File: src/include/csr_params.svh
`ifndef CSR_PARAMS_SVH
`define CSR_PARAMS_SVH

// Datapath widths
`define XLEN 64
`define ALEN 64

// Values returned by the read-only identity CSRs
`define MVENDORID 64'h0000_0000_0000_0000
`define MARCHID   64'h0000_0000_0000_0019
`define MIMPID    64'h0000_0000_0000_0102

`endif
File: src/hw/priv_pkg.sv
`default_nettype none
`include "csr_params.svh"

package priv_pkg;

    typedef enum logic [1:0] {
        PRIV_USER    = 2'b00,
        PRIV_MACHINE = 2'b11
    } priv_e;

    // Synchronous exception codes
    typedef enum logic [3:0] {
        CAUSE_INSTR_MISALIGNED = 4'd0,
        CAUSE_INSTR_FAULT      = 4'd1,
        CAUSE_ILLEGAL_INSTR    = 4'd2,
        CAUSE_BREAKPOINT       = 4'd3,
        CAUSE_LOAD_MISALIGNED  = 4'd4,
        CAUSE_LOAD_FAULT       = 4'd5,
        CAUSE_STORE_MISALIGNED = 4'd6,
        CAUSE_STORE_FAULT      = 4'd7,
        CAUSE_ECALL_U          = 4'd8,
        CAUSE_ECALL_M          = 4'd11
    } cause_e;

    typedef struct packed {
        logic [`XLEN-14:0] rsvd_hi;
        priv_e             mpp;      // 12:11
        logic [2:0]        rsvd_10_8;
        logic              mpie;     // 7
        logic [2:0]        rsvd_6_4;
        logic              mie;      // 3
        logic [2:0]        rsvd_2_0;
    } mstatus_fields_t;

    typedef union packed {
        logic [`XLEN-1:0] raw;
        mstatus_fields_t  f;
    } mstatus_u;

endpackage

`default_nettype wire

File: src/hw/csr_pkg.sv
`default_nettype none

package csr_pkg;

    typedef enum logic [11:0] {
        CSR_MSTATUS   = 12'h300,
        CSR_MTVEC     = 12'h305,
        CSR_MSCRATCH  = 12'h340,
        CSR_MEPC      = 12'h341,
        CSR_MCAUSE    = 12'h342,
        CSR_MTVAL     = 12'h343,
        CSR_MCYCLE    = 12'hB00,
        CSR_MINSTRET  = 12'hB02,
        // User read-only aliases of the counters
        CSR_CYCLE     = 12'hC00,
        CSR_TIME      = 12'hC01, // Mirrors mcycle as there is no real-time clock
        CSR_INSTRET   = 12'hC02,
        CSR_MVENDORID = 12'hF11,
        CSR_MARCHID   = 12'hF12,
        CSR_MIMPID    = 12'hF13,
        CSR_MHARTID   = 12'hF14
    } csr_addr_e;

    // Bit 2 selects the uimm form
    typedef enum logic [2:0] {
        CSR_RW  = 3'b001,
        CSR_RS  = 3'b010,
        CSR_RC  = 3'b011,
        CSR_RWI = 3'b101,
        CSR_RSI = 3'b110,
        CSR_RCI = 3'b111
    } csr_funct3_e;

endpackage

`default_nettype wire

File: src/hw/csr_unit.sv
`timescale 1ns/10ps
`default_nettype none
`include "csr_params.svh"

module csr_unit import csr_pkg::*, priv_pkg::*; (
    input  logic             clk,
    input  logic             rst,
    input  logic             csr_valid,
    input  logic [`ALEN-1:0] csr_pc,
    input  logic [11:0]      csr_addr,
    input  csr_funct3_e      csr_funct3,
    input  logic [4:0]       csr_rd,
    input  logic [4:0]       csr_rs1_uimm,
    input  logic [`XLEN-1:0] csr_rs1_data,
    input  logic             trap_req,
    input  cause_e           trap_cause,
    input  logic [`ALEN-1:0] trap_pc,
    input  logic [`XLEN-1:0] trap_tval,
    input  logic             mret_req,
    input  logic             inst_retired,
    output logic [`XLEN-1:0] csr_result,
    output logic             redirect_valid,
    output logic [`ALEN-1:0] redirect_pc,
    output priv_e            privilege_mode,
    output logic             mstatus_mie
);

    // Control handshake between datapath and trap logic
    logic             csr_illegal;
    logic             csr_is_write;
    logic             csr_commit;
    logic             take_trap;
    cause_e           trap_cause_q;
    logic [`ALEN-1:0] trap_epc;
    logic [`XLEN-1:0] trap_val;
    logic             do_mret;
    priv_e            new_mpp;

    // State fed back to the trap logic
    logic [`XLEN-1:0] mtvec;
    logic [`XLEN-1:0] mepc;
    priv_e            mpp;

    logic             cnt_wr_cycle;
    logic             cnt_wr_instret;
    logic [`XLEN-1:0] cnt_wdata;
    logic [`XLEN-1:0] mcycle;
    logic [`XLEN-1:0] minstret;

    trap_ctrl u_trap_ctrl (.*);

    csr_file u_csr_file (.*);

    csr_counters u_csr_counters (.*);

endmodule

`default_nettype wire

File: src/hw/trap_ctrl.sv
`timescale 1ns/10ps
`default_nettype none
`include "csr_params.svh"

module trap_ctrl import priv_pkg::*; (
    input  logic             clk,
    input  logic             rst,
    input  logic             csr_valid,
    input  logic [`ALEN-1:0] csr_pc,
    input  logic             csr_illegal,
    input  logic             csr_is_write,
    input  logic             trap_req,
    input  cause_e           trap_cause,
    input  logic [`ALEN-1:0] trap_pc,
    input  logic [`XLEN-1:0] trap_tval,
    input  logic             mret_req,
    input  logic [`XLEN-1:0] mtvec,
    input  logic [`XLEN-1:0] mepc,
    input  priv_e            mpp,
    output logic             csr_commit,
    output logic             take_trap,
    output cause_e           trap_cause_q,
    output logic [`ALEN-1:0] trap_epc,
    output logic [`XLEN-1:0] trap_val,
    output logic             do_mret,
    output priv_e            new_mpp,
    output priv_e            privilege_mode,
    output logic             redirect_valid,
    output logic [`ALEN-1:0] redirect_pc
);

    priv_e priv_q;
    logic  illegal_trap;

    // Pipeline trap > illegal CSR > mret > CSR write
    assign illegal_trap = !trap_req && csr_valid && csr_illegal;
    assign take_trap = trap_req || illegal_trap;
    assign do_mret = !take_trap && mret_req;
    assign csr_commit = csr_valid && csr_is_write && !csr_illegal && !trap_req && !mret_req;

    // Illegal access reports no tval
    assign trap_cause_q = trap_req ? trap_cause : CAUSE_ILLEGAL_INSTR;
    assign trap_epc = trap_req ? trap_pc : csr_pc;
    assign trap_val = trap_req ? trap_tval : '0;
    assign new_mpp = priv_q;

    always_ff @(posedge clk) begin
        if (rst) begin
            priv_q <= PRIV_MACHINE;
        end else if (take_trap) begin
            priv_q <= PRIV_MACHINE;
        end else if (do_mret) begin
            priv_q <= mpp;
        end
    end

    assign privilege_mode = priv_q;

    assign redirect_valid = take_trap || do_mret;
    assign redirect_pc = take_trap ? {mtvec[`ALEN-1:2], 2'b00} : mepc; // Direct mode only

endmodule

`default_nettype wire

File: src/hw/csr_file.sv
`timescale 1ns/10ps
`default_nettype none
`include "csr_params.svh"

module csr_file import csr_pkg::*, priv_pkg::*; (
    input  logic             clk,
    input  logic             rst,
    input  logic [11:0]      csr_addr,
    input  csr_funct3_e      csr_funct3,
    input  logic [4:0]       csr_rd,
    input  logic [4:0]       csr_rs1_uimm,
    input  logic [`XLEN-1:0] csr_rs1_data,
    input  priv_e            privilege_mode,
    input  logic             csr_commit,
    input  logic             take_trap,
    input  cause_e           trap_cause_q,
    input  logic [`ALEN-1:0] trap_epc,
    input  logic [`XLEN-1:0] trap_val,
    input  priv_e            new_mpp,
    input  logic             do_mret,
    input  logic [`XLEN-1:0] mcycle,
    input  logic [`XLEN-1:0] minstret,
    output logic [`XLEN-1:0] csr_result,
    output logic             csr_illegal,
    output logic             csr_is_write,
    output logic [`XLEN-1:0] mtvec,
    output logic [`XLEN-1:0] mepc,
    output priv_e            mpp,
    output logic             mstatus_mie,
    output logic             cnt_wr_cycle,
    output logic             cnt_wr_instret,
    output logic [`XLEN-1:0] cnt_wdata
);

    mstatus_u         mstatus_q;
    mstatus_u         mstatus_wr;
    mstatus_u         mstatus_masked;
    logic [`XLEN-1:0] mtvec_q;
    logic [`XLEN-1:0] mscratch_q;
    logic [`XLEN-1:0] mepc_q;
    logic [`XLEN-1:0] mcause_q;
    logic [`XLEN-1:0] mtval_q;
    logic [`XLEN-1:0] rdata;
    logic [`XLEN-1:0] wsrc;
    logic [`XLEN-1:0] wdata;
    logic             addr_known;
    logic             rw_form;

    always_comb begin
        addr_known = 1'b1;
        case (csr_addr)
            CSR_MSTATUS:          rdata = mstatus_q.raw;
            CSR_MTVEC:            rdata = mtvec_q;
            CSR_MSCRATCH:         rdata = mscratch_q;
            CSR_MEPC:             rdata = mepc_q;
            CSR_MCAUSE:           rdata = mcause_q;
            CSR_MTVAL:            rdata = mtval_q;
            CSR_MCYCLE, CSR_CYCLE, CSR_TIME: rdata = mcycle;
            CSR_MINSTRET, CSR_INSTRET:       rdata = minstret;
            CSR_MVENDORID:        rdata = `MVENDORID;
            CSR_MARCHID:          rdata = `MARCHID;
            CSR_MIMPID:           rdata = `MIMPID;
            CSR_MHARTID:          rdata = '0; // Single hart
            default: begin
                addr_known = 1'b0;
                rdata = '0;
            end
        endcase
    end

    assign rw_form = (csr_funct3 == CSR_RW) || (csr_funct3 == CSR_RWI);
    // S/C with a zero operand never write
    assign csr_is_write = rw_form || (csr_rs1_uimm != 5'd0);
    assign csr_result = (rw_form && csr_rd == 5'd0) ? 'x : rdata;

    assign csr_illegal = !addr_known
                       || (csr_addr[11:10] == 2'b11 && csr_is_write)
                       || (privilege_mode == PRIV_USER && csr_addr[9:8] != 2'b00);

    assign wsrc = csr_funct3[2] ? {{(`XLEN-5){1'b0}}, csr_rs1_uimm} : csr_rs1_data;

    always_comb begin
        case (csr_funct3)
            CSR_RS, CSR_RSI: wdata = rdata | wsrc;
            CSR_RC, CSR_RCI: wdata = rdata & ~wsrc;
            default:         wdata = wsrc;
        endcase
    end

    // Only MIE, MPIE and MPP are writable and MPP is either U or M
    always_comb begin
        mstatus_wr.raw = wdata;
        mstatus_masked.raw = '0;
        mstatus_masked.f.mie = mstatus_wr.f.mie;
        mstatus_masked.f.mpie = mstatus_wr.f.mpie;
        mstatus_masked.f.mpp = (mstatus_wr.f.mpp == PRIV_MACHINE) ? PRIV_MACHINE : PRIV_USER;
    end

    always_ff @(posedge clk) begin
        if (rst) begin
            mstatus_q.raw <= 'h1800; // MPP = M
            mtvec_q <= '0;
            mscratch_q <= '0;
            mepc_q <= '0;
            mcause_q <= '0;
            mtval_q <= '0;
        end else if (take_trap) begin
            mcause_q <= {{(`XLEN-4){1'b0}}, trap_cause_q};
            mepc_q <= trap_epc;
            mtval_q <= trap_val;
            mstatus_q.f.mpie <= mstatus_q.f.mie;
            mstatus_q.f.mie <= 1'b0;
            mstatus_q.f.mpp <= new_mpp;
        end else if (do_mret) begin
            mstatus_q.f.mie <= mstatus_q.f.mpie;
            mstatus_q.f.mpie <= 1'b1;
            mstatus_q.f.mpp <= PRIV_USER;
        end else if (csr_commit) begin
            case (csr_addr)
                CSR_MSTATUS:  mstatus_q <= mstatus_masked;
                CSR_MTVEC:    mtvec_q <= {wdata[`XLEN-1:2], 1'b0, wdata[0]};
                CSR_MSCRATCH: mscratch_q <= wdata;
                CSR_MEPC:     mepc_q <= {wdata[`XLEN-1:1], 1'b0};
                CSR_MCAUSE:   mcause_q <= wdata;
                CSR_MTVAL:    mtval_q <= wdata;
                default: ;    // Counters live in csr_counters
            endcase
        end
    end

    assign cnt_wr_cycle = csr_commit && (csr_addr == CSR_MCYCLE);
    assign cnt_wr_instret = csr_commit && (csr_addr == CSR_MINSTRET);
    assign cnt_wdata = wdata;

    assign mtvec = mtvec_q;
    assign mepc = mepc_q;
    assign mpp = mstatus_q.f.mpp;
    assign mstatus_mie = mstatus_q.f.mie;

endmodule

`default_nettype wire

File: src/hw/csr_counters.sv
`timescale 1ns/10ps
`default_nettype none
`include "csr_params.svh"

module csr_counters (
    input  logic             clk,
    input  logic             rst,
    input  logic             inst_retired,
    input  logic             cnt_wr_cycle,
    input  logic             cnt_wr_instret,
    input  logic [`XLEN-1:0] cnt_wdata,
    output logic [`XLEN-1:0] mcycle,
    output logic [`XLEN-1:0] minstret
);

    logic [`XLEN-1:0] mcycle_q;
    logic [`XLEN-1:0] minstret_q;

    // Counts every edge out of reset
    always_ff @(posedge clk) begin
        if (rst) begin
            mcycle_q <= '0;
        end else if (cnt_wr_cycle) begin
            mcycle_q <= cnt_wdata; // Software write wins
        end else begin
            mcycle_q <= mcycle_q + 1'b1;
        end
    end

    always_ff @(posedge clk) begin
        if (rst) begin
            minstret_q <= '0;
        end else if (cnt_wr_instret) begin
            minstret_q <= cnt_wdata;
        end else if (inst_retired) begin
            minstret_q <= minstret_q + 1'b1;
        end
    end

    assign mcycle = mcycle_q;
    assign minstret = minstret_q;

endmodule

`default_nettype wire

File: config.mk
export PLATFORM = sky130hd
export DESIGN_NAME = csr_unit
export DESIGN_NICKNAME = d
export VERILOG_FILES = /design/src/hw/priv_pkg.sv /design/src/hw/csr_pkg.sv /design/src/hw/csr_unit.sv /design/src/hw/trap_ctrl.sv /design/src/hw/csr_file.sv /design/src/hw/csr_counters.sv
export VERILOG_INCLUDE_DIRS = /design/src /design/src/include
export SDC_FILE = /design/constraint.sdc
export NUM_CORES = 1
export LEC_CHECK = 0
export ABC_AREA = 0
export CAP_MARGIN = 10
export CORE_ASPECT_RATIO = 2
export CORE_UTILIZATION = 25
export DETAILED_ROUTE_END_ITERATION = 12
export DONT_BUFFER_PORTS = 1
export PLACE_DENSITY_LB_ADDON = 0.05
export SYNTH_ARGS = -nofsm -noshare
export SYNTH_HDL_FRONTEND = slang
export SYNTH_SLANG_ARGS = --single-unit
File: constraint.sdc
create_clock -name clk -period 2.6 [get_ports clk]
set_clock_uncertainty 0.1 [all_clocks]
set_input_delay 0.13 -clock clk [delete_from_list [all_inputs] [get_ports clk]]
set_output_delay 0.13 -clock clk [all_outputs]
set_load 0.005 [all_outputs]
Word-level counts from Yosys, hierarchy flattened. Cells that the tools add are included.

Eq/ne operators: 24. Order comparisons: 0. Multiply operators: 0. Reductions and logical operators: 50. Bitwise logic cells: 5. Add/sub/neg operators: 2. Mux-type cells: 32. Shift-type cells: 0. Divide/modulo/power cells: 0.

Operators with widths (number): $mux W64 (16); $pmux W64 S10 (1); $add A64 B1 Y64 const B (2); $pmux W64 S2 (1); $eq A12 B12 Y1 const B (9); $eq A12 B10 Y1 const B (6); $and A64 B64 Y64 (1); $not A64 Y64 (1); $or A64 B64 Y64 (1); $mux W13 (2); $mux W4 (5); $reduce_bool A2 Y1 (8); $reduce_or A15 Y1 (1); $logic_and A1 B1 Y1 (12); $reduce_and A3 Y1 (4); $eq A3 B3 Y1 const B (3); $reduce_and A4 Y1 (2); $reduce_or A2 Y1 (4); $eq A3 B2 Y1 const B (2); $logic_or A1 B1 Y1 (6); $mux W2 (3); $reduce_bool A3 Y1 (2); $logic_not A1 Y1 (5); $logic_not A5 Y1 (1); 9 further kinds (15).

Bits in registers: 453. Output and inout bits: 132. Bits in latches: 0. Bits in read-only memories: 0. Input bits: 291. Bits in writable memories: 0. Memories kept: 0.

Depth between registers and ports, before layout.
Depth in word-level cells: 13. Depth in mapped cells: 12. Gate-level depth less buffers: 8.

Modules after synthesis. From an unflattened synthesis, not the netlist that was laid out.

Cells, all modules: 3343. Area, all modules: 26924.6 um2.

Modules (own cells, without submodules): csr_file (area each 17096.4 um2, cells each 2138, seq. area each 6466.2 um2, times used 1); csr_counters (area each 7616.1 um2, cells each 972, seq. area each 2562.5 um2, times used 1); trap_ctrl (area each 2212.1 um2, cells each 233, seq. area each 40.0 um2, times used 1).

Least setup slack after synthesis. No wires, ideal clock.

Path kind: register -> register. From: reg u_csr_counters.mcycle_q[28], in the netlist u_csr_counters.mcycle[28]. To: reg u_csr_counters.mcycle_q[63], in the netlist u_csr_counters.mcycle[63]. Data required time: 2.414 ns. Path buffers: 2. Stages on the path, launching flop included: 10. Period minus slack after synthesis: 2.470 ns. Setup slack: 0.130 ns. Arrival: 2.284 ns. Cell sequence: dfxtp_1 -> nand4_1 -> or4_1 -> buf_2 -> or2_0 -> clkbuf_1 -> nor4_1 -> xor2_1 -> nor2_1 -> a211oi_1.

Cells in the longest elaborated chain, start to end: 2.

Ends and longest elaborated chain: start, declared (line csr_counters.sv:16) `` logic [`XLEN-1:0] mcycle_q; ``; start signal, assigned (line csr_counters.sv:24) `mcycle_q <= cnt_wdata;`; start signal, assigned (line csr_counters.sv:26) `mcycle_q <= mcycle_q + 1'b1;`; $add A64 B1 Y64 (line csr_counters.sv:26); $mux W64 (line csr_counters.sv:23) `end else if (cnt_wr_cycle) begin`.

No other way between the ends. A chain may end at the register's enable or synchronous reset.

Final worst setup path.
From: reg u_trap_ctrl.priv_q[1], in the netlist u_trap_ctrl.new_mpp[1]. To: out redirect_pc[45].

Cells in the longest elaborated chain, start to end: 6.

Ends and longest elaborated chain: start, declared (line trap_ctrl.sv:32) `priv_e priv_q;`; start signal, assigned (line trap_ctrl.sv:53) `priv_q <= mpp;`; $logic_not A2 Y1 (line csr_file.sv:78) `|| (privilege_mode == PRIV_USER && csr_addr[9:8] != 2'b00);`; $logic_and A1 B1 Y1 (line csr_file.sv:78); $logic_or A1 B1 Y1 (line csr_file.sv:78); $logic_and A1 B1 Y1 (line trap_ctrl.sv:36) `assign illegal_trap = !trap_req && csr_valid && csr_illegal;`; $logic_or A1 B1 Y1 (line trap_ctrl.sv:37) `assign take_trap = trap_req || illegal_trap;`; $mux W64 (line trap_ctrl.sv:60) `` assign redirect_pc = take_trap ? {mtvec[`ALEN-1:2], 2'b00} : mepc; ``; end, declared (line csr_unit.sv:23) `` output logic [`ALEN-1:0] redirect_pc, ``.

No other way between the ends.

==> impl_metrics.yaml <==
run:
  maxCapViolations: 0
sta:
  timing.final.crit_share_pct: 104
  setup_ws_ns: -0.115
  hold_viol_final: 205
  worstMarginPinSlew_ns: 1.01
  clock.fmax_mhz: 368
  min_period_ns: 2.71
  maxSlewViolCount: 0
  rsz0062_at_grt: "true"
  hold_slack_ns: -0.410
  setup_violations: 61
  slew_headroom_pct: 33.0
  tns_ns: -3.46
hold_path:
  hold_class: "input port to flip-flop"
layout:
  fin_util_pct: 36.7
  fin_area_mm2: 0.0354
  fin_cells: 4779
  area_growth_pct: 45.0
  layout_common_cells: "nor2_1, buf_4, dfxtp_1"
  drive_above_1_share_pct: 22.2
  final_nets: 3811
  fill_cells: 9844
  final_common_cell: "nor2_1"
cts:
  clock_latency_ns: 0.62
  cts-root-buf: "clkbuf_16"
  h-tree-depth: 2
  clkTransAtPathRegs_ns: 0.06
  cts_buffer_depth: 3
  cts.sinks: 453
  cts_tree: "yes"
  cts_buffers: 49
yosys:
  yosysSeqAreaShare_pct: 37.1
  syn-cell-area_mm2: 0.0244
  ys_seq_elements: 453
  synth_cell_types: 79
  synth.avg_cell_area_um2: 8.42
  synth_edf_count: 0
  synth-async-reset-ratio_pct: 0
  ys.flop_type: "dfxtp_1"
  yosys_warnings: 0
  postSynthCellCount: 2898
  synth.net_count: 3191
detailed_routing:
  viasPerCell: 5.49
  drt_first_pass_iters: 7
  vias: 26200
  wl_per_cell_um: 27.7
  drc: 0
  drt_iter0_markers: 1780
  wl_mm: 132
  ant_nets: 0
status:
  outcome: "finished with violations"
  violations: "hold timing, setup timing"
power:
  leakagePower_nw: 13.6
  totalPowerFinal_mw: 16.6
  power_density_mw_per_mm2: 470
  vdd_drop_max_mv: 0.419
placement:
  dpl.hpwl_mm: 91.0
  postPlaceCellArea_mm2: 0.0292
  dp_slack_ns: -0.360
  place_inst: 4331
  port_buffers: 0
  gp_congestion: 0.846
worst_setup_path:
  cp_data_arrival_time_ns: 2.48
  cp-start-kind: "flip-flop"
  end_kind: "output port"
  cpMostUsedCell: "buf_12"
  worst_path_max_delay_cell: "dfxtp_4"
  cp_slowest_stage_delay_ns: 0.39
  path_buf_inv: 4
  required_ns: 2.37
  path_cells: "nor3_2 -> o21a_1 -> a311oi_4 -> buf_12 -> buf_12 -> buf_12 -> buf_16 -> mux2_4"
  cpLargestDelayFamily: "buffers and inverters"
  crit_type: "flip-flop to output port"
  crit_path_max_fanout: 5
floorplan:
  ios: 423
  initial_utilization_pct: 25.3
  row_count: 161
  die_w_um: 223
  die_area_mm2: 0.0990
  die_y_um: 444
  coreArea_mm2: 0.0965
global_route:
  grt_max_degree: 273
  grt_pass1_vias: 26700
  grt_usage_pct: 25.7
  grt_pass1_wl_mm: 188
  antenna_found_initial: 3
  grt-ovfl-total: 0
-- where the power goes --
part / leakage, nW / switching, mW / internal, mW
sequential: 3.69 / 0.154 / 7.10
clock: 0.801 / 3.26 / 4.22
combinational: 9.11 / 0.944 / 0.957
total: 13.6 / 4.36 / 12.3
-- area by class of cell --
cell class                      instances  area (um2)  area share, %
Sequential cell                       453        9090           25.7
Inverter                               28         108          0.304
Timing Repair Buffer                  849        8250           23.3
Clock inverter                         14         174          0.491
Multi-Input combinational cell       2137       14800           41.8
Clock buffer                           75        1450           4.09
Antenna cell                            1        2.50        0.00707
Tap cell                             1222        1530           4.32
-- cells in the mapped netlist (61+ instances only) --
| library cell | count | area, um2 |
|---|---|---|
| a211o_1 | 61 | 534 |
| a211oi_1 | 314 | 2360 |
| a31oi_1 | 62 | 388 |
| buf_2 | 95 | 475 |
| clkbuf_1 | 169 | 634 |
| dfxtp_1 | 453 | 9070 |
| mux2_2 | 64 | 721 |
| mux2i_1 | 76 | 761 |
| nand2_1 | 186 | 698 |
| nand3_1 | 94 | 470 |
| nor2_1 | 485 | 1820 |
| o211a_1 | 61 | 611 |
| xnor2_1 | 63 | 552 |
| xor2_1 | 61 | 534 |
-- worst paths after layout --
kind	start	to	slack, ns	depth (start not counted)
worst max-delay path	u_trap_ctrl.new_mpp[1]$_SDFFE_PP1P_	redirect_pc[45]	-0.11	8
worst min-delay path	trap_cause[3]	u_csr_file.mcause_q[3]$_SDFFE_PP0P_	-0.41	2
worst max register to register	u_csr_counters.mcycle[29]$_SDFF_PP0_	u_csr_counters.mcycle[60]$_SDFF_PP0_	-0.02	10
worst min register to register	u_csr_file.mscratch_q[3]$_SDFFE_PP0P_	u_csr_file.mscratch_q[3]$_SDFFE_PP0P_	0.40	2
-- worst register-to-register path, stage by stage, from the launching register on --
cell	delay [ns]
dfxtp_2	0.33
nand4_1	0.24
buf_4	0.23
or4_4	0.52
buf_8	0.16
nor4_4	0.22
buf_6	0.20
nand4_1	0.14
xnor2_1	0.17
nor2_1	0.05
a211oi_1	0.17
-- cell families (layout without fill, tap and decap cells) --
| family | count (synthesis) | in the layout | share of synthesized area (%) |
|---|---|---|---|
| AND/OR/NAND/NOR | 1019 | 1019 | 19.3 |
| AO/OA/AOI/OAI | 851 | 851 | 27.4 |
| flip-flops | 453 | 453 | 37.1 |
| buffers and inverters | 308 | 966 | 5.39 |
| multiplexers | 141 | 141 | 6.16 |
| XOR/XNOR | 124 | 124 | 4.45 |
| adder cells (fa/ha/maj) | 2 | 2 | 0.102 |
| other | 0 | 1 | 0 |
-- layer usage --
metal  share of wire [%]  wire (um)  vias to the layer above  global-route usage (%)
met5               0.012         16                        -                       0
met4                 4.4       5830                        2                    10.7
met3                 3.9       5180                      219                    2.79
met2                  54      71100                      874                    49.4
met1                  38      50000                    13000                    28.2
li1                    -          -                    12200                       -
-- timing repair --
| action | 4_1_cts | 5_1_grt |
|---|---|---|
| resized for setup | 90 | 108 |
| hold buffers | 321 | 3 |
| setup buffers | 20 | 10 |
| setup endpoints to repair | 85 | 134 |
| hold endpoints to repair | 442 | 248 |
| cloned | 6 | 4 |
| pin swaps | 25 | 42 |
-- sequential cells by signal, summed over array words and instances (netlist names) --
name / count
u_csr_counters.mcycle: 64
u_csr_counters.minstret: 64
u_csr_file.mcause_q: 64
u_csr_file.mepc: 64
u_csr_file.mscratch_q: 64
u_csr_file.mstatus_q: 4
u_csr_file.mtval_q: 64
u_csr_file.mtvec: 63
u_trap_ctrl.new_mpp: 2
(Power assumes the default switching activity.)
